<file path="src/hw/rv_core_pkg.sv">
package rv_core_pkg;

    typedef logic [31:0] xlen_t;
    typedef logic [31:0] instr_t;
    typedef logic [4:0]  reg_addr_t;
    typedef logic [3:0]  byte_en_t;
    typedef logic [2:0]  funct3_t;
    typedef logic [6:0]  opcode_t;

    localparam xlen_t reset_pc = 32'h0000_0000;

    // base opcodes, low two bits are always 11
    localparam opcode_t op_load   = 7'b0000011;
    localparam opcode_t op_imm    = 7'b0010011;
    localparam opcode_t op_auipc  = 7'b0010111;
    localparam opcode_t op_store  = 7'b0100011;
    localparam opcode_t op_reg    = 7'b0110011;
    localparam opcode_t op_lui    = 7'b0110111;
    localparam opcode_t op_branch = 7'b1100011;
    localparam opcode_t op_jalr   = 7'b1100111;
    localparam opcode_t op_jal    = 7'b1101111;
    localparam opcode_t op_system = 7'b1110011;

    // encoded exactly as funct3
    typedef enum logic [2:0] {
        alu_add  = 3'b000,
        alu_sll  = 3'b001,
        alu_slt  = 3'b010,
        alu_sltu = 3'b011,
        alu_xor  = 3'b100,
        alu_srl  = 3'b101,
        alu_or   = 3'b110,
        alu_and  = 3'b111
    } alu_op_t;

    typedef enum logic [1:0] {
        wb_alu = 2'b00,
        wb_mem = 2'b10,
        wb_pc4 = 2'b11
    } wb_src_t;

    typedef enum logic [3:0] {
        st_idle, st_fetch, st_fetch_wait, st_decode,
        st_reg_reg, st_lui, st_reg_imm, st_auipc,
        st_jal, st_branch, st_jalr, st_load,
        st_load_wait, st_store, st_store_wait, st_ecall
    } ctrl_state_t;

    typedef struct packed {
        logic    alua_src;
        logic    alub_src;
        alu_op_t alu_op;
        logic    sub;
        logic    arithmetic;
        logic    alupc_src;
        logic    pc_src;
        logic    pc_en;
        wb_src_t wb_src;
        logic    wr_reg_en;
        logic    ir_en;
        logic    mem_addr_src;
    } datapath_ctrl_t;

    typedef struct packed {
        logic zero;
        logic negative;
        logic carry_out;
        logic overflow;
    } alu_flags_t;

    typedef struct packed {
        opcode_t   opcode;
        funct3_t   funct3;
        logic [6:0] funct7;
        reg_addr_t rs1;
        reg_addr_t rs2;
        reg_addr_t rd;
        xlen_t     imm;
    } decoded_t;

endpackage

</file>
<file path="src/hw/rv_control_fsm.sv">
`timescale 1ns/100ps

module rv_control_fsm (
    input  logic                       clock,
    input  logic                       reset,
    input  logic                       mem_busy,
    input  logic [1:0]                 addr_low,
    input  rv_core_pkg::decoded_t      dec,
    input  rv_core_pkg::alu_flags_t    flags,
    output rv_core_pkg::datapath_ctrl_t ctrl,
    output logic                       mem_rd_en,
    output logic                       mem_wr_en,
    output rv_core_pkg::byte_en_t      mem_byte_en,
    output logic                       illegal_instruction,
    output logic                       ecall
);
    import rv_core_pkg::*;

    ctrl_state_t state;
    ctrl_state_t state_next;
    logic        branch_taken;
    byte_en_t    size_en;
    byte_en_t    lane_en;

    always_ff @(posedge clock or posedge reset) begin
        if (reset) begin
            state <= st_idle;
        end else begin
            state <= state_next;
        end
    end

    // eq uses zero, signed uses n^v, unsigned uses carry (set when no borrow)
    always_comb begin
        if (dec.funct3[1]) begin
            branch_taken = ~flags.carry_out ^ dec.funct3[0];
        end else if (dec.funct3[2]) begin
            branch_taken = (flags.negative ^ flags.overflow) ^ dec.funct3[0];
        end else begin
            branch_taken = flags.zero ^ dec.funct3[0];
        end
    end

    assign size_en = (dec.funct3[1:0] == 2'b00) ? 4'h1 :
                     (dec.funct3[1:0] == 2'b01) ? 4'h3 : 4'hf;
    assign lane_en = byte_en_t'(size_en << addr_low);

    always_comb begin
        ctrl                = '0;
        mem_rd_en           = 1'b0;
        mem_wr_en           = 1'b0;
        mem_byte_en         = '0;
        illegal_instruction = 1'b0;
        ecall               = 1'b0;
        state_next          = st_fetch;

        case (state)
            st_idle: begin
                state_next = st_fetch;
            end
            st_fetch: begin
                mem_rd_en   = 1'b1;
                mem_byte_en = 4'hf;
                state_next  = mem_busy ? st_fetch_wait : st_fetch;
            end
            st_fetch_wait: begin
                mem_byte_en = 4'hf;
                if (mem_busy) begin
                    mem_rd_en  = 1'b1;
                    state_next = st_fetch_wait;
                end else begin
                    ctrl.ir_en = 1'b1;
                    state_next = st_decode;
                end
            end
            st_decode: begin
                case (dec.opcode)
                    op_reg:    state_next = st_reg_reg;
                    op_imm:    state_next = st_reg_imm;
                    op_lui:    state_next = st_lui;
                    op_auipc:  state_next = st_auipc;
                    op_jal:    state_next = st_jal;
                    op_jalr:   state_next = st_jalr;
                    op_branch: state_next = st_branch;
                    op_load:   state_next = st_load;
                    op_store:  state_next = st_store;
                    op_system: begin
                        // only ecall, ebreak and the rest are rejected
                        if (dec.funct3 == '0 && dec.funct7 == '0 && dec.rs2 == '0) begin
                            state_next = st_ecall;
                        end else begin
                            illegal_instruction = 1'b1;
                        end
                    end
                    default:   illegal_instruction = 1'b1;
                endcase
            end
            st_reg_reg: begin
                ctrl.alu_op     = alu_op_t'(dec.funct3);
                ctrl.sub        = dec.funct7[5];
                ctrl.arithmetic = dec.funct7[5];
                ctrl.pc_en      = 1'b1;
                ctrl.wr_reg_en  = 1'b1;
            end
            st_reg_imm: begin
                ctrl.alub_src   = 1'b1;
                ctrl.alu_op     = alu_op_t'(dec.funct3);
                ctrl.arithmetic = dec.funct7[5] & (dec.funct3 == 3'b101);
                ctrl.pc_en      = 1'b1;
                ctrl.wr_reg_en  = 1'b1;
            end
            st_lui: begin
                // alupc_src without pc_src tells the ALU to zero operand a
                ctrl.alub_src  = 1'b1;
                ctrl.alupc_src = 1'b1;
                ctrl.pc_en     = 1'b1;
                ctrl.wr_reg_en = 1'b1;
            end
            st_auipc: begin
                ctrl.alua_src  = 1'b1;
                ctrl.alub_src  = 1'b1;
                ctrl.pc_en     = 1'b1;
                ctrl.wr_reg_en = 1'b1;
            end
            st_jal: begin
                ctrl.pc_src    = 1'b1;
                ctrl.pc_en     = 1'b1;
                ctrl.wb_src    = wb_pc4;
                ctrl.wr_reg_en = 1'b1;
            end
            st_jalr: begin
                ctrl.alub_src  = 1'b1;
                ctrl.alupc_src = 1'b1;
                ctrl.pc_src    = 1'b1;
                ctrl.pc_en     = 1'b1;
                ctrl.wb_src    = wb_pc4;
                ctrl.wr_reg_en = 1'b1;
            end
            st_branch: begin
                ctrl.sub    = 1'b1;
                ctrl.pc_src = branch_taken;
                ctrl.pc_en  = 1'b1;
            end
            st_load, st_load_wait: begin
                ctrl.mem_addr_src = 1'b1;
                ctrl.alub_src     = 1'b1;
                ctrl.wb_src       = wb_mem;
                mem_byte_en       = lane_en;
                if (state == st_load) begin
                    mem_rd_en  = 1'b1;
                    state_next = mem_busy ? st_load_wait : st_load;
                end else if (mem_busy) begin
                    mem_rd_en  = 1'b1;
                    state_next = st_load_wait;
                end else begin
                    ctrl.pc_en     = 1'b1;
                    ctrl.wr_reg_en = 1'b1;
                end
            end
            st_store, st_store_wait: begin
                ctrl.mem_addr_src = 1'b1;
                ctrl.alub_src     = 1'b1;
                mem_byte_en       = lane_en;
                if (state == st_store) begin
                    mem_wr_en  = 1'b1;
                    state_next = mem_busy ? st_store_wait : st_store;
                end else if (mem_busy) begin
                    mem_wr_en  = 1'b1;
                    state_next = st_store_wait;
                end else begin
                    ctrl.pc_en = 1'b1;
                end
            end
            st_ecall: begin
                ecall = 1'b1;
            end
            default: state_next = st_idle;
        endcase
    end

    a_strobes_exclusive: assert property (
        @(posedge clock) disable iff (reset) !(mem_rd_en && mem_wr_en));

    a_state_known: assert property (
        @(posedge clock) disable iff (reset) !$isunknown(state));

    a_ecall_no_write: assert property (
        @(posedge clock) disable iff (reset) !(ecall && ctrl.wr_reg_en));

endmodule

</file>
<file path="config.mk">
export PLATFORM = sky130hd
export DESIGN_NAME = rv_control_fsm
export DESIGN_NICKNAME = d
export VERILOG_FILES = /design/src/hw/rv_core_pkg.sv /design/src/hw/rv_control_fsm.sv
export SDC_FILE = /design/constraint.sdc
export NUM_CORES = 1
export LEC_CHECK = 0
export BUFFER_PORTS_ARGS = -buffer_cell sky130_fd_sc_hd__buf_4
export CAP_MARGIN = 30
export CORE_MARGIN = 2
export CORE_UTILIZATION = 36
export CTS_BUF_LIST = sky130_fd_sc_hd__clkbuf_8
export DETAILED_ROUTE_END_ITERATION = 8
export GPL_ROUTABILITY_DRIVEN = 0
export PLACE_DENSITY = 0.88
export SYNTH_ARGS = -nofsm -noshare
export SYNTH_HDL_FRONTEND = slang
export SYNTH_SLANG_ARGS = --single-unit
</file>
<file path="constraint.sdc">
create_clock -name clock -period 3.2 [get_ports clock]
set_input_delay 0.16 -clock clock [delete_from_list [all_inputs] [get_ports clock]]
set_output_delay 0.16 -clock clock [all_outputs]
set_load 0.03 [all_outputs]
</file>
==> metrics.txt, run 1 <==
# TYPE chip_impl_metric gauge
chip_impl_info{name="run_status",value="finished, final reports clean"} 1
chip_impl_metric{name="mappedNetlistNets",unit=""} 200
chip_impl_info{name="registers.top_by_ff_count",value="state"} 1
chip_impl_metric{name="power.leakage",unit="nW"} 0.589
chip_impl_metric{name="avgRoutedWirePerCell",unit="um"} 13.0
chip_impl_metric{name="fp.coreArea",unit="um2"} 2000
chip_impl_metric{name="drt_pre_antenna_iters",unit=""} 4
chip_impl_metric{name="fmax",unit="GHz"} 0.461
chip_impl_metric{name="finalWorstSetupSlack",unit="ps"} 1030
chip_impl_metric{name="wirelength",unit="um"} 2660
chip_impl_metric{name="std_cell_rows",unit=""} 16
chip_impl_metric{name="synthesis.instances",unit=""} 127
chip_impl_metric{name="final.period_utilization",unit=""} 0.677
chip_impl_metric{name="area_growth_syn_to_layout",unit="%"} 58.2
chip_impl_metric{name="largest_register_ff_count",unit=""} 4
chip_impl_metric{name="gr-total-overflow",unit=""} 0
chip_impl_metric{name="cts_buffer_depth",unit=""} 2
chip_impl_metric{name="wire_length_of_the_first_global_routing_pass",unit="um"} 4330
chip_impl_metric{name="maxCapViolCount",unit=""} 0
chip_impl_metric{name="drt_first_iter_violations",unit=""} 24
chip_impl_metric{name="storage_element_area",unit="um2"} 100
chip_impl_metric{name="maxSlewHeadroom",unit=""} 0.630
chip_impl_metric{name="grt_util_all_layers",unit=""} 0.215
chip_impl_info{name="tritoncts",value="yes"} 1
chip_impl_metric{name="cts_made_buffers",unit=""} 3
chip_impl_metric{name="cts_max_level",unit=""} 1
chip_impl_metric{name="finalHoldWorstSlack",unit="ps"} 211
chip_impl_metric{name="antenna_found_initial",unit=""} 0
chip_impl_info{name="grt_setup_unrepaired",value="false"} 1
chip_impl_info{name="mostFrequentLayoutCells",value="sky130_fd_sc_hd__buf_4, sky130_fd_sc_hd__nand2_1, sky130_fd_sc_hd__nor2_1, sky130_fd_sc_hd__a21oi_1, sky130_fd_sc_hd__o21ai_0"} 1
chip_impl_metric{name="multi_input_logic_area",unit="um2"} 628
chip_impl_metric{name="yosys_warnings",unit=""} 0
chip_impl_metric{name="worst_ep_required",unit="ps"} 3040
chip_impl_metric{name="final.fill_count",unit=""} 195
chip_impl_info{name="worst_hold_path_type",value="input port to flop"} 1
chip_impl_info{name="leading_registers_by_flop_count",value="state (4)"} 1
chip_impl_metric{name="die_x",unit="um"} 50.7
chip_impl_info{name="kind_of_critical_path",value="flop to output port"} 1
chip_impl_metric{name="synth_seq_area_share",unit=""} 0.128
chip_impl_metric{name="die_h",unit="um"} 50.7
chip_impl_metric{name="synth_area_per_cell",unit="um2"} 6.18
chip_impl_metric{name="mappedNetlistArea",unit="um2"} 785
chip_impl_info{name="ctsRootBufferMaster",value="sky130_fd_sc_hd__clkbuf_8"} 1
chip_impl_info{name="start_kind",value="flop"} 1
chip_impl_metric{name="num-nets-final",unit=""} 252
chip_impl_info{name="worstSetupEndpointType",value="output port"} 1
chip_impl_metric{name="worst_pin_slew",unit="ps"} 555
chip_impl_metric{name="ioPinCount",unit=""} 96
chip_impl_metric{name="initial_utilization",unit=""} 0.392
chip_impl_metric{name="port-buffer-count",unit=""} 53
chip_impl_metric{name="setup_total_negative_slack",unit="ps"} 0
chip_impl_metric{name="vias_per_cell",unit=""} 5.59
chip_impl_metric{name="cts.reportedPaths.clkPinSlew",unit="ps"} 30
chip_impl_metric{name="vdd_drop_max",unit="uV"} 269
chip_impl_metric{name="residual_antenna_violating_net_count_after_detailed_routing",unit=""} 0
chip_impl_metric{name="dp_hpwl",unit="um"} 2090
chip_impl_metric{name="grt_start_max_net_pins",unit=""} 23
chip_impl_metric{name="number_of_endpoints_failing_setup_at_the_final_stage",unit=""} 0
chip_impl_info{name="final_common_cell",value="sky130_fd_sc_hd__buf_4"} 1
chip_impl_metric{name="diodes",unit=""} 0
chip_impl_metric{name="grt_pass1_vias",unit=""} 1046
chip_impl_metric{name="cts.sinks",unit=""} 4
chip_impl_metric{name="power_per_cell_area",unit="nW/um2"} 519
chip_impl_metric{name="remaining_drc_errors",unit=""} 0
chip_impl_metric{name="ys_ff_latch",unit=""} 4
chip_impl_metric{name="worst_skew_pair.late_latency",unit="ps"} 220
chip_impl_metric{name="period_needed",unit="ps"} 2170
chip_impl_metric{name="critical_path_arrival",unit="ps"} 2010
chip_impl_metric{name="netlist-cell-type-count",unit=""} 36
chip_impl_metric{name="p_total",unit="uW"} 644
chip_impl_metric{name="final.setup_skew",unit="ps"} 2.13
chip_impl_metric{name="timing.critical_path.fanout_max",unit=""} 16
chip_impl_metric{name="drive_above_1_share",unit=""} 0.339
chip_impl_metric{name="dr_total_vias",unit=""} 1140
chip_impl_metric{name="hold_violations",unit=""} 0
chip_impl_metric{name="final-max-slew-violation-count",unit=""} 0
chip_impl_metric{name="pre_cts_ws",unit="ps"} 1180
chip_impl_metric{name="area_of_the_die",unit="um2"} 2570
==> synthesized netlist by cell type <==
cell,instances,area [um2]
sky130_fd_sc_hd__a2111oi_0,1,8.76
sky130_fd_sc_hd__nand2_1,14,52.6
sky130_fd_sc_hd__clkbuf_1,7,26.3
sky130_fd_sc_hd__and3_1,3,18.8
sky130_fd_sc_hd__a21o_1,2,15.0
sky130_fd_sc_hd__a22o_1,1,8.76
sky130_fd_sc_hd__nand3b_1,2,15.0
sky130_fd_sc_hd__xnor2_1,4,35.0
sky130_fd_sc_hd__nand3_1,3,15.0
sky130_fd_sc_hd__nand4b_1,1,8.76
sky130_fd_sc_hd__o21ai_0,11,55.1
sky130_fd_sc_hd__nand2b_1,4,25.0
sky130_fd_sc_hd__nor4_1,3,18.8
sky130_fd_sc_hd__a21oi_1,14,70.1
sky130_fd_sc_hd__mux2i_1,1,10.0
sky130_fd_sc_hd__nor2b_1,1,6.26
sky130_fd_sc_hd__or2_1,2,12.5
sky130_fd_sc_hd__and2_1,1,6.26
sky130_fd_sc_hd__or4_1,3,22.5
sky130_fd_sc_hd__dfrtp_1,4,100
sky130_fd_sc_hd__a22o_2,1,10.0
sky130_fd_sc_hd__a211oi_1,6,45.0
sky130_fd_sc_hd__inv_1,8,30.0
sky130_fd_sc_hd__o31ai_1,2,15.0
sky130_fd_sc_hd__nor3_1,2,10.0
sky130_fd_sc_hd__a211o_1,1,8.76
sky130_fd_sc_hd__a21o_2,1,8.76
sky130_fd_sc_hd__a31oi_1,1,6.26
sky130_fd_sc_hd__or2_2,1,6.26
sky130_fd_sc_hd__o21a_1,1,7.51
sky130_fd_sc_hd__o22ai_1,1,6.26
sky130_fd_sc_hd__nor2_1,14,52.6
sky130_fd_sc_hd__o32ai_1,1,8.76
sky130_fd_sc_hd__a221o_1,1,10.0
sky130_fd_sc_hd__nor3_2,1,10.0
sky130_fd_sc_hd__or3_1,3,18.8
==> cell type report <==
type                       count  area share
timing repair buffer          54       0.329
clock buffer                   3      0.0333
tap                           27      0.0272
sequential                     4      0.0806
inverter                       8      0.0242
multi-input combinational    108       0.506
==> worst max-delay path: stages (launching register included) <==
cell and delay [ps]:
sky130_fd_sc_hd__dfrtp_1 630, sky130_fd_sc_hd__nand2_1 290, sky130_fd_sc_hd__xnor2_1 200, sky130_fd_sc_hd__nand2_1 130, sky130_fd_sc_hd__a211o_1 310, sky130_fd_sc_hd__nand2_1 70, sky130_fd_sc_hd__buf_4 160
==> cells by family after synthesis <==
group / after synthesis / share of synthesized area
AND/OR/NAND/NOR: 58 / 0.381
XOR/XNOR: 4 / 0.0447
multiplexers: 1 / 0.0128
buffers and inverters: 15 / 0.0718
AO/OA/AOI/OAI: 45 / 0.362
flip-flops: 4 / 0.128
==> per-layer routing <==
layer,vias to the layer above,global-route usage,wire [um]
met5,-,0,0
met4,0,0.0901,37
met3,4,0.0357,182
met2,53,0.377,1320
met1,514,0.257,1130
li1,569,-,-
==> repair_timing <==
| action | CTS | global route |
|---|---|---|
| endpoints found under the hold margin | 4 | 0 |
| gates resized for setup | 0 | 0 |
| hold buffers | 1 | 0 |
| buffers inserted | 0 | 0 |
==> through the flow <==
step                       util  instance area [um2]  cells
after floorplan               -                  785    127
after global placement    0.594                 1190    200
after detailed placement  0.594                 1190    200
after CTS                 0.620                 1240    204
after global routing      0.620                 1240    204
final                     0.620                 1240    204
==> worst paths after layout <==
path	start	endpoint	slack (ps)	cells after the start
setup / recovery	state[0]	mem_byte_en[2]	1030	6
setup reg to reg	state[0]	state[1]	1320	4
min in group asynchronous	reset	state[3]	380	3
hold reg to reg	state[3]	state[3]	860	1
hold / removal	mem_busy	state[0]	210	2
max in group asynchronous	reset	state[0]	2660	3
==> where the power goes <==
part	internal (mW)	leakage [nW]	switching [mW]	total (mW)
sequential	0.0619	0.0510	0.0450	0.107
combinational	0.170	0.516	0.261	0.431
clock	0.0802	0.0216	0.0265	0.107
Note: power is estimated with default switching activity, not from simulation.
==> run 2: changes to the inputs <==
ABC_AREA = 1   (was not set)
CORE_UTILIZATION = 32   (was 36)
PLACE_DENSITY = 0.79   (was 0.88)
clock period = 1.9 ns   (was 3.2 ns; I/O delays follow)
==> metrics.txt, run 2 <==
# TYPE chip_impl_metric gauge
chip_impl_info{name="mostFrequentLayoutCells",value="sky130_fd_sc_hd__buf_4, sky130_fd_sc_hd__nand2_1, sky130_fd_sc_hd__nor2_1, sky130_fd_sc_hd__inv_1, sky130_fd_sc_hd__nand3_1"} 1
chip_impl_metric{name="worst_pin_slew",unit="ps"} 292
chip_impl_info{name="final_common_cell",value="sky130_fd_sc_hd__buf_4"} 1
chip_impl_metric{name="fin_area",unit="um2"} 1360
chip_impl_metric{name="number_of_endpoints_failing_setup_at_the_final_stage",unit=""} 0
chip_impl_metric{name="antenna_found_initial",unit=""} 0
chip_impl_metric{name="largest_register_ff_count",unit=""} 4
chip_impl_metric{name="hold_violations",unit=""} 0
chip_impl_info{name="tritoncts",value="yes"} 1
chip_impl_metric{name="diodes",unit=""} 0
chip_impl_metric{name="cts_made_buffers",unit=""} 3
chip_impl_metric{name="seq_power_share",unit=""} 0.126
chip_impl_metric{name="comb_power_share",unit=""} 0.725
chip_impl_info{name="yosys.cell_count.top_type",value="sky130_fd_sc_hd__nand2_1"} 1
chip_impl_info{name="path_cells",value="nand2_2, nor2_1, nor2_2, nand2_2, nor2_1, o21ai_0, buf_4"} 1
chip_impl_metric{name="maxCapViolCount",unit=""} 0
chip_impl_metric{name="final-max-slew-violation-count",unit=""} 0
chip_impl_metric{name="mappedNetlistArea",unit="um2"} 867
chip_impl_metric{name="layout.cells.non_filler",unit=""} 260
chip_impl_metric{name="drive_above_1_share",unit=""} 0.313
chip_impl_metric{name="place_inst",unit=""} 256
chip_impl_metric{name="ys_ff_latch",unit=""} 4
chip_impl_metric{name="yosys_warnings",unit=""} 0
chip_impl_metric{name="vdd_drop_max",unit="uV"} 619
chip_impl_info{name="synthFlopType",value="sky130_fd_sc_hd__dfrtp_1"} 1
chip_impl_metric{name="num-nets-final",unit=""} 305
chip_impl_metric{name="grt_util_all_layers",unit=""} 0.170
chip_impl_metric{name="pre_cts_ws",unit="ps"} 450
chip_impl_metric{name="port-buffer-count",unit=""} 53
chip_impl_info{name="synth_area_leader_cell",value="sky130_fd_sc_hd__nand2_1"} 1
chip_impl_metric{name="area_growth_syn_to_layout",unit="%"} 57.0
chip_impl_metric{name="critPathMaxStageDelay",unit="ps"} 440
chip_impl_metric{name="mappedNetlistNets",unit=""} 245
chip_impl_metric{name="netSwitchingFraction",unit=""} 0.531
chip_impl_info{name="grt_setup_unrepaired",value="false"} 1
chip_impl_metric{name="drt_pre_antenna_iters",unit=""} 4
chip_impl_info{name="run_status",value="finished, final reports clean"} 1
chip_impl_metric{name="die_x",unit="um"} 56.1
chip_impl_metric{name="cts_hold_buffers",unit=""} 1
chip_impl_metric{name="timing.critical_path.fanout_max",unit=""} 6
chip_impl_metric{name="postSynth.asyncResetShare",unit=""} 1.00
chip_impl_metric{name="area_of_the_die",unit="um2"} 3140
chip_impl_metric{name="wire_length_of_the_first_global_routing_pass",unit="um"} 4530
chip_impl_metric{name="final.period_utilization",unit=""} 0.886
chip_impl_info{name="registers.top_by_ff_count",value="state"} 1
chip_impl_metric{name="grt_start_max_net_pins",unit=""} 7
chip_impl_metric{name="synthesis.instances",unit=""} 172
chip_impl_metric{name="remaining_drc_errors",unit=""} 0
chip_impl_metric{name="placedInstanceArea",unit="um2"} 1310
chip_impl_metric{name="period_needed",unit="ps"} 1680
chip_impl_info{name="start_kind",value="flop"} 1
chip_impl_metric{name="finalWorstSetupSlack",unit="ps"} 217
chip_impl_metric{name="die_h",unit="um"} 56.1
chip_impl_metric{name="wirelength",unit="um"} 2560
chip_impl_metric{name="cts.sinks",unit=""} 4
chip_impl_info{name="kind_of_critical_path",value="flop to output port"} 1
chip_impl_info{name="cpMaxStageDelayCell",value="sky130_fd_sc_hd__dfrtp_1"} 1
chip_impl_metric{name="cts.reportedPaths.clkPinSlew",unit="ps"} 30
chip_impl_metric{name="power_per_cell_area",unit="nW/um2"} 884
chip_impl_metric{name="finalCoreUtilization",unit=""} 0.540
chip_impl_metric{name="residual_antenna_violating_net_count_after_detailed_routing",unit=""} 0
chip_impl_metric{name="cts-resized-gates",unit=""} 0
chip_impl_metric{name="vias_per_cell",unit=""} 4.73
chip_impl_metric{name="cts_max_level",unit=""} 1
chip_impl_metric{name="cts_setup_buffers",unit=""} 0
chip_impl_metric{name="synth_seq_area_share",unit=""} 0.115
chip_impl_info{name="worstSetupEndpointType",value="output port"} 1
chip_impl_info{name="leading_registers_by_flop_count",value="state (4)"} 1
chip_impl_metric{name="worst_skew_pair.late_latency",unit="ps"} 220
chip_impl_metric{name="worst_ep_required",unit="ps"} 1800
chip_impl_metric{name="ioPinCount",unit=""} 96
chip_impl_info{name="synthTopCellsByCount",value="sky130_fd_sc_hd__nand2_1, sky130_fd_sc_hd__nor2_1, sky130_fd_sc_hd__inv_1"} 1
chip_impl_info{name="ctsRootBufferMaster",value="sky130_fd_sc_hd__clkbuf_8"} 1
chip_impl_metric{name="power.share.clock",unit=""} 0.149
chip_impl_metric{name="power.leakage",unit="nW"} 0.794
chip_impl_metric{name="setup_total_negative_slack",unit="ps"} 0
chip_impl_metric{name="std_cell_rows",unit=""} 18
chip_impl_metric{name="maxSlewHeadroom",unit=""} 0.805
chip_impl_metric{name="avgRoutedWirePerCell",unit="um"} 9.85
chip_impl_metric{name="p_total",unit="mW"} 1.20
chip_impl_metric{name="cts_buffer_depth",unit=""} 2
chip_impl_metric{name="critical_path_arrival",unit="ps"} 1590
chip_impl_metric{name="final.setup_skew",unit="ps"} 5.03
chip_impl_metric{name="gr-total-overflow",unit=""} 0
chip_impl_metric{name="fp.coreArea",unit="um2"} 2520
chip_impl_metric{name="finalHoldWorstSlack",unit="ps"} 162
chip_impl_metric{name="grt_pass1_vias",unit=""} 1136
chip_impl_info{name="worst_hold_path_type",value="input port to flop"} 1
chip_impl_metric{name="fmax",unit="GHz"} 0.594
chip_impl_metric{name="synthDominantCellAreaShare",unit=""} 0.190
chip_impl_metric{name="drt_first_iter_violations",unit=""} 41
chip_impl_metric{name="p_int",unit="uW"} 565
chip_impl_metric{name="synth_area_per_cell",unit="um2"} 5.04
chip_impl_metric{name="initial_utilization",unit=""} 0.344
chip_impl_metric{name="synth_edf_count",unit=""} 0
chip_impl_metric{name="switching_power",unit="uW"} 639
chip_impl_metric{name="dp_hpwl",unit="um"} 2190
chip_impl_info{name="synth.area.top_cells",value="sky130_fd_sc_hd__nand2_1, sky130_fd_sc_hd__nor2_1, sky130_fd_sc_hd__dfrtp_1, sky130_fd_sc_hd__nand3_1, sky130_fd_sc_hd__inv_1"} 1
chip_impl_metric{name="netlist-cell-type-count",unit=""} 25
chip_impl_metric{name="dr_total_vias",unit=""} 1230
==> run 2: cell types whose count changed after synthesis, sizes merged, moves of 4 or more <==
cell,previous run,this run
nand2,14,48
nor2,14,48
inv,8,26
nand3,3,19
a21oi,14,4
clkbuf,7,0
a211oi,6,0
nand2b,4,0
==> run 2: power groups by stage <==
stage / registers [mW] / clock network (mW) / logic, mW
after detailed placement: 0.151 / 0 / 0.869
after CTS: 0.150 / 0.186 / 0.874
after global placement: 0.152 / 0 / 0.866
after global routing: 0.155 / 0.193 / 0.946
after floorplan: 0.144 / 0 / 0.562
final: 0.152 / 0.180 / 0.872
==> run 2: layer usage <==
metal  vias up  GRT usage  wire length, um
li1        669          -                -
met2        43      0.303             1200
met4         0     0.0612               21
met1       516      0.202             1150
met3         2     0.0326              193
met5         -          0                0
==> run 2: cell families (layout without fill, tap and decap cells) <==
logic type                count (synthesis)  after routing  synth area share
xor gates and xnor gates                  1              1            0.0101
AOI/OAI and AO/OA                        21             21             0.154
DFF                                       4              4             0.115
buffers and inverters                    26             84             0.113
and+or+nand+nor                         120            120             0.607
==> run 2: worst max-delay path: cells and delay by family (launching register included) <==
| kind | cells | cell delay (ps) |
|---|---|---|
| AOI/OAI and AO/OA | 1 | 80 |
| DFF | 1 | 440 |
| and+or+nand+nor | 5 | 680 |
| buffers and inverters | 1 | 170 |
==> run 2: final cells by class <==
class,instances,area (um2)
multi-input cells,142,669
inverters,26,97.6
flip-flops and latches,4,100
fillers,269,1160
well taps,30,37.5
repair buffers,55,415
clock buffers,3,41.3
==> run 2: final timing paths <==
| check | startpoint | endpoint | slack (ps) | cells past startpoint |
|---|---|---|---|---|
| worst max register to register | state[1] | state[0] | 520 | 6 |
| max in group asynchronous | reset | state[3] | 1440 | 3 |
| min in group asynchronous | reset | state[0] | 310 | 3 |
| worst min-delay path | mem_busy | state[2] | 160 | 3 |
| worst max-delay path | state[1] | ctrl[13] | 220 | 7 |
| worst min register to register | state[2] | state[3] | 880 | 4 |
==> run 3: changes to the inputs <==
GPL_TIMING_DRIVEN = 0   (was not set)
RECOVER_POWER = 100   (was not set)
==> metrics.txt, run 3 (same netlist as run 2, synthesis figures left out) <==
# TYPE chip_impl_metric gauge
chip_impl_metric{name="netSwitchingFraction",unit=""} 0.556
chip_impl_metric{name="layout.cells.non_filler",unit=""} 259
chip_impl_metric{name="drt_pre_antenna_iters",unit=""} 4
chip_impl_metric{name="drt_first_iter_violations",unit=""} 50
chip_impl_metric{name="fmax",unit="GHz"} 0.563
chip_impl_metric{name="worst_pin_slew",unit="ps"} 374
chip_impl_metric{name="comb_power_share",unit=""} 0.708
chip_impl_metric{name="wire_length_of_the_first_global_routing_pass",unit="um"} 4370
chip_impl_metric{name="cts_buffer_depth",unit=""} 2
chip_impl_metric{name="critical_path_arrival",unit="ps"} 1680
chip_impl_info{name="ctsRootBufferMaster",value="sky130_fd_sc_hd__clkbuf_8"} 1
chip_impl_info{name="worstSetupEndpointType",value="output port"} 1
chip_impl_metric{name="ff2ff_setup_slack",unit="ps"} 460
chip_impl_metric{name="period_needed",unit="ps"} 1780
chip_impl_metric{name="cts_made_buffers",unit=""} 3
chip_impl_metric{name="placedInstanceArea",unit="um2"} 1300
chip_impl_metric{name="critical_path_depth",unit=""} 7
chip_impl_metric{name="setup_total_negative_slack",unit="ps"} 0
chip_impl_metric{name="gr-total-overflow",unit=""} 0
chip_impl_metric{name="maxSlewHeadroom",unit=""} 0.752
chip_impl_metric{name="final.period_utilization",unit=""} 0.935
chip_impl_info{name="tritoncts",value="yes"} 1
chip_impl_info{name="registers.top_by_ff_count",value="state"} 1
chip_impl_metric{name="multi_input_logic_area",unit="um2"} 667
chip_impl_metric{name="diodes",unit=""} 0
chip_impl_metric{name="cts.sinks",unit=""} 4
chip_impl_metric{name="cts_max_level",unit=""} 1
chip_impl_info{name="worst_hold_path_type",value="input port to flop"} 1
chip_impl_metric{name="avgRoutedWirePerCell",unit="um"} 9.68
chip_impl_metric{name="fin_area",unit="um2"} 1290
chip_impl_metric{name="initial_utilization",unit=""} 0.344
chip_impl_metric{name="area_of_the_die",unit="um2"} 3140
chip_impl_metric{name="remaining_drc_errors",unit=""} 0
chip_impl_metric{name="vias_per_cell",unit=""} 4.63
chip_impl_metric{name="timing.critical_path.fanout_max",unit=""} 6
chip_impl_metric{name="cts_setup_buffers",unit=""} 0
chip_impl_info{name="path_common_cell",value="sky130_fd_sc_hd__nor2_1"} 1
chip_impl_metric{name="number_of_endpoints_failing_setup_at_the_final_stage",unit=""} 0
chip_impl_metric{name="hold_violations",unit=""} 0
chip_impl_metric{name="grt_pass1_vias",unit=""} 1107
chip_impl_info{name="final_common_cell",value="sky130_fd_sc_hd__nand2_1"} 1
chip_impl_metric{name="final.setup_skew",unit="ps"} 4.69
chip_impl_metric{name="hold-path-cell-count",unit=""} 3
chip_impl_metric{name="worst_skew_pair.late_latency",unit="ps"} 220
chip_impl_info{name="path_delay_family",value="simple AND/OR/NAND/NOR gates"} 1
chip_impl_info{name="cpMaxStageDelayCell",value="sky130_fd_sc_hd__dfrtp_1"} 1
chip_impl_info{name="run_status",value="finished, final reports clean"} 1
chip_impl_metric{name="drive_above_1_share",unit=""} 0.266
chip_impl_metric{name="p_int",unit="uW"} 499
chip_impl_metric{name="std_cell_rows",unit=""} 18
chip_impl_metric{name="maxCapViolCount",unit=""} 0
chip_impl_metric{name="area_growth_syn_to_layout",unit="%"} 49.4
chip_impl_metric{name="dr_total_vias",unit=""} 1200
chip_impl_metric{name="wirelength",unit="um"} 2510
chip_impl_info{name="path_cells",value="nand2_1, nor2_1, nor2_2, nand2_2, nor2_1, o21ai_0, clkbuf_2"} 1
chip_impl_metric{name="final-max-slew-violation-count",unit=""} 0
chip_impl_metric{name="crit_buf_inv",unit=""} 1
chip_impl_metric{name="fp.coreArea",unit="um2"} 2520
chip_impl_metric{name="port-buffer-count",unit=""} 53
chip_impl_metric{name="grt_util_all_layers",unit=""} 0.166
chip_impl_metric{name="antenna_found_initial",unit=""} 0
chip_impl_metric{name="largest_register_ff_count",unit=""} 4
chip_impl_metric{name="finalHoldWorstSlack",unit="ps"} 149
chip_impl_metric{name="ioPinCount",unit=""} 96
chip_impl_metric{name="residual_antenna_violating_net_count_after_detailed_routing",unit=""} 0
chip_impl_metric{name="die_h",unit="um"} 56.1
chip_impl_metric{name="power_per_cell_area",unit="nW/um2"} 868
chip_impl_metric{name="critPathMaxStageDelay",unit="ps"} 430
chip_impl_info{name="kind_of_critical_path",value="flop to output port"} 1
chip_impl_metric{name="final.fill_count",unit=""} 284
chip_impl_metric{name="r2r.worst_path.cells",unit=""} 6
chip_impl_metric{name="dp_hpwl",unit="um"} 2110
chip_impl_metric{name="storage_element_area",unit="um2"} 100
chip_impl_metric{name="cts.reportedPaths.clkPinSlew",unit="ps"} 30
chip_impl_metric{name="power.share.clock",unit=""} 0.159
chip_impl_metric{name="seq_power_share",unit=""} 0.133
chip_impl_metric{name="die_x",unit="um"} 56.1
chip_impl_info{name="leading_registers_by_flop_count",value="state (4)"} 1
chip_impl_metric{name="grt_start_max_net_pins",unit=""} 7
chip_impl_metric{name="vdd_drop_max",unit="uV"} 580
chip_impl_info{name="start_kind",value="flop"} 1
chip_impl_info{name="mostFrequentLayoutCells",value="sky130_fd_sc_hd__nand2_1, sky130_fd_sc_hd__nor2_1, sky130_fd_sc_hd__buf_4, sky130_fd_sc_hd__inv_1, sky130_fd_sc_hd__nand3_1"} 1
chip_impl_metric{name="switching_power",unit="uW"} 625
chip_impl_metric{name="power.leakage",unit="nW"} 0.743
chip_impl_metric{name="num-nets-final",unit=""} 304
chip_impl_info{name="grt_setup_unrepaired",value="false"} 1
chip_impl_metric{name="place_inst",unit=""} 255
chip_impl_metric{name="worst_ep_required",unit="ps"} 1800
run 3: per-stage QoR:
stage | power, mW | setup WS, ps | utilization
CTS | 1.19 | 184 | 0.537
floorplan | 0.706 | 50.3 | -
global route | 1.22 | 49.5 | 0.513
detailed placement | 1.00 | 422 | 0.516
finish | 1.12 | 124 | 0.513
global placement | 0.999 | 435 | 0.516
run 3: worst paths after layout:
| path | from | to |
|---|---|---|
| setup reg to reg | state[1] | state[0] |
| hold reg to reg | state[1] | state[0] |
| min in group asynchronous | reset | state[0] |
| max in group asynchronous | reset | state[3] |
| setup / recovery | state[1] | ctrl[13] |
| hold / removal | mem_busy | state[2] |
run 3: power by group through the flow:
stage	combinational [mW]	clock [mW]	sequential, mW
floorplan	0.562	0	0.144
detailed placement	0.848	0	0.153
global route	0.875	0.190	0.152
finish	0.796	0.179	0.149
global placement	0.847	0	0.152
CTS	0.853	0.184	0.152
run 3: metal layers:
metal	GRT usage	vias up	share of wire
li1	-	663	-
met1	0.206	492	0.44
met2	0.284	43	0.47
met3	0.0209	2	0.079
met4	0.0748	0	0.0084
met5	0	-	0
run 3: worst min-delay path: stages:
cell and delay [ps]:
sky130_fd_sc_hd__buf_4 110, sky130_fd_sc_hd__a21oi_1 60, sky130_fd_sc_hd__nand2_1 60
run 3: area by class of cell:
class,instances,area share
Clock buffer,3,0.0319
Inverter,26,0.0754
Multi-Input combinational cell,142,0.515
Sequential cell,4,0.0773
Tap cell,30,0.0290
Timing Repair Buffer,54,0.271
run 3: timing repair:
item                                    4_1_cts  5_1_grt
hold buffers                                  1        0
endpoints found under the setup margin        0        1
gates resized for setup                       0        1
endpoints found under the hold margin         4        0
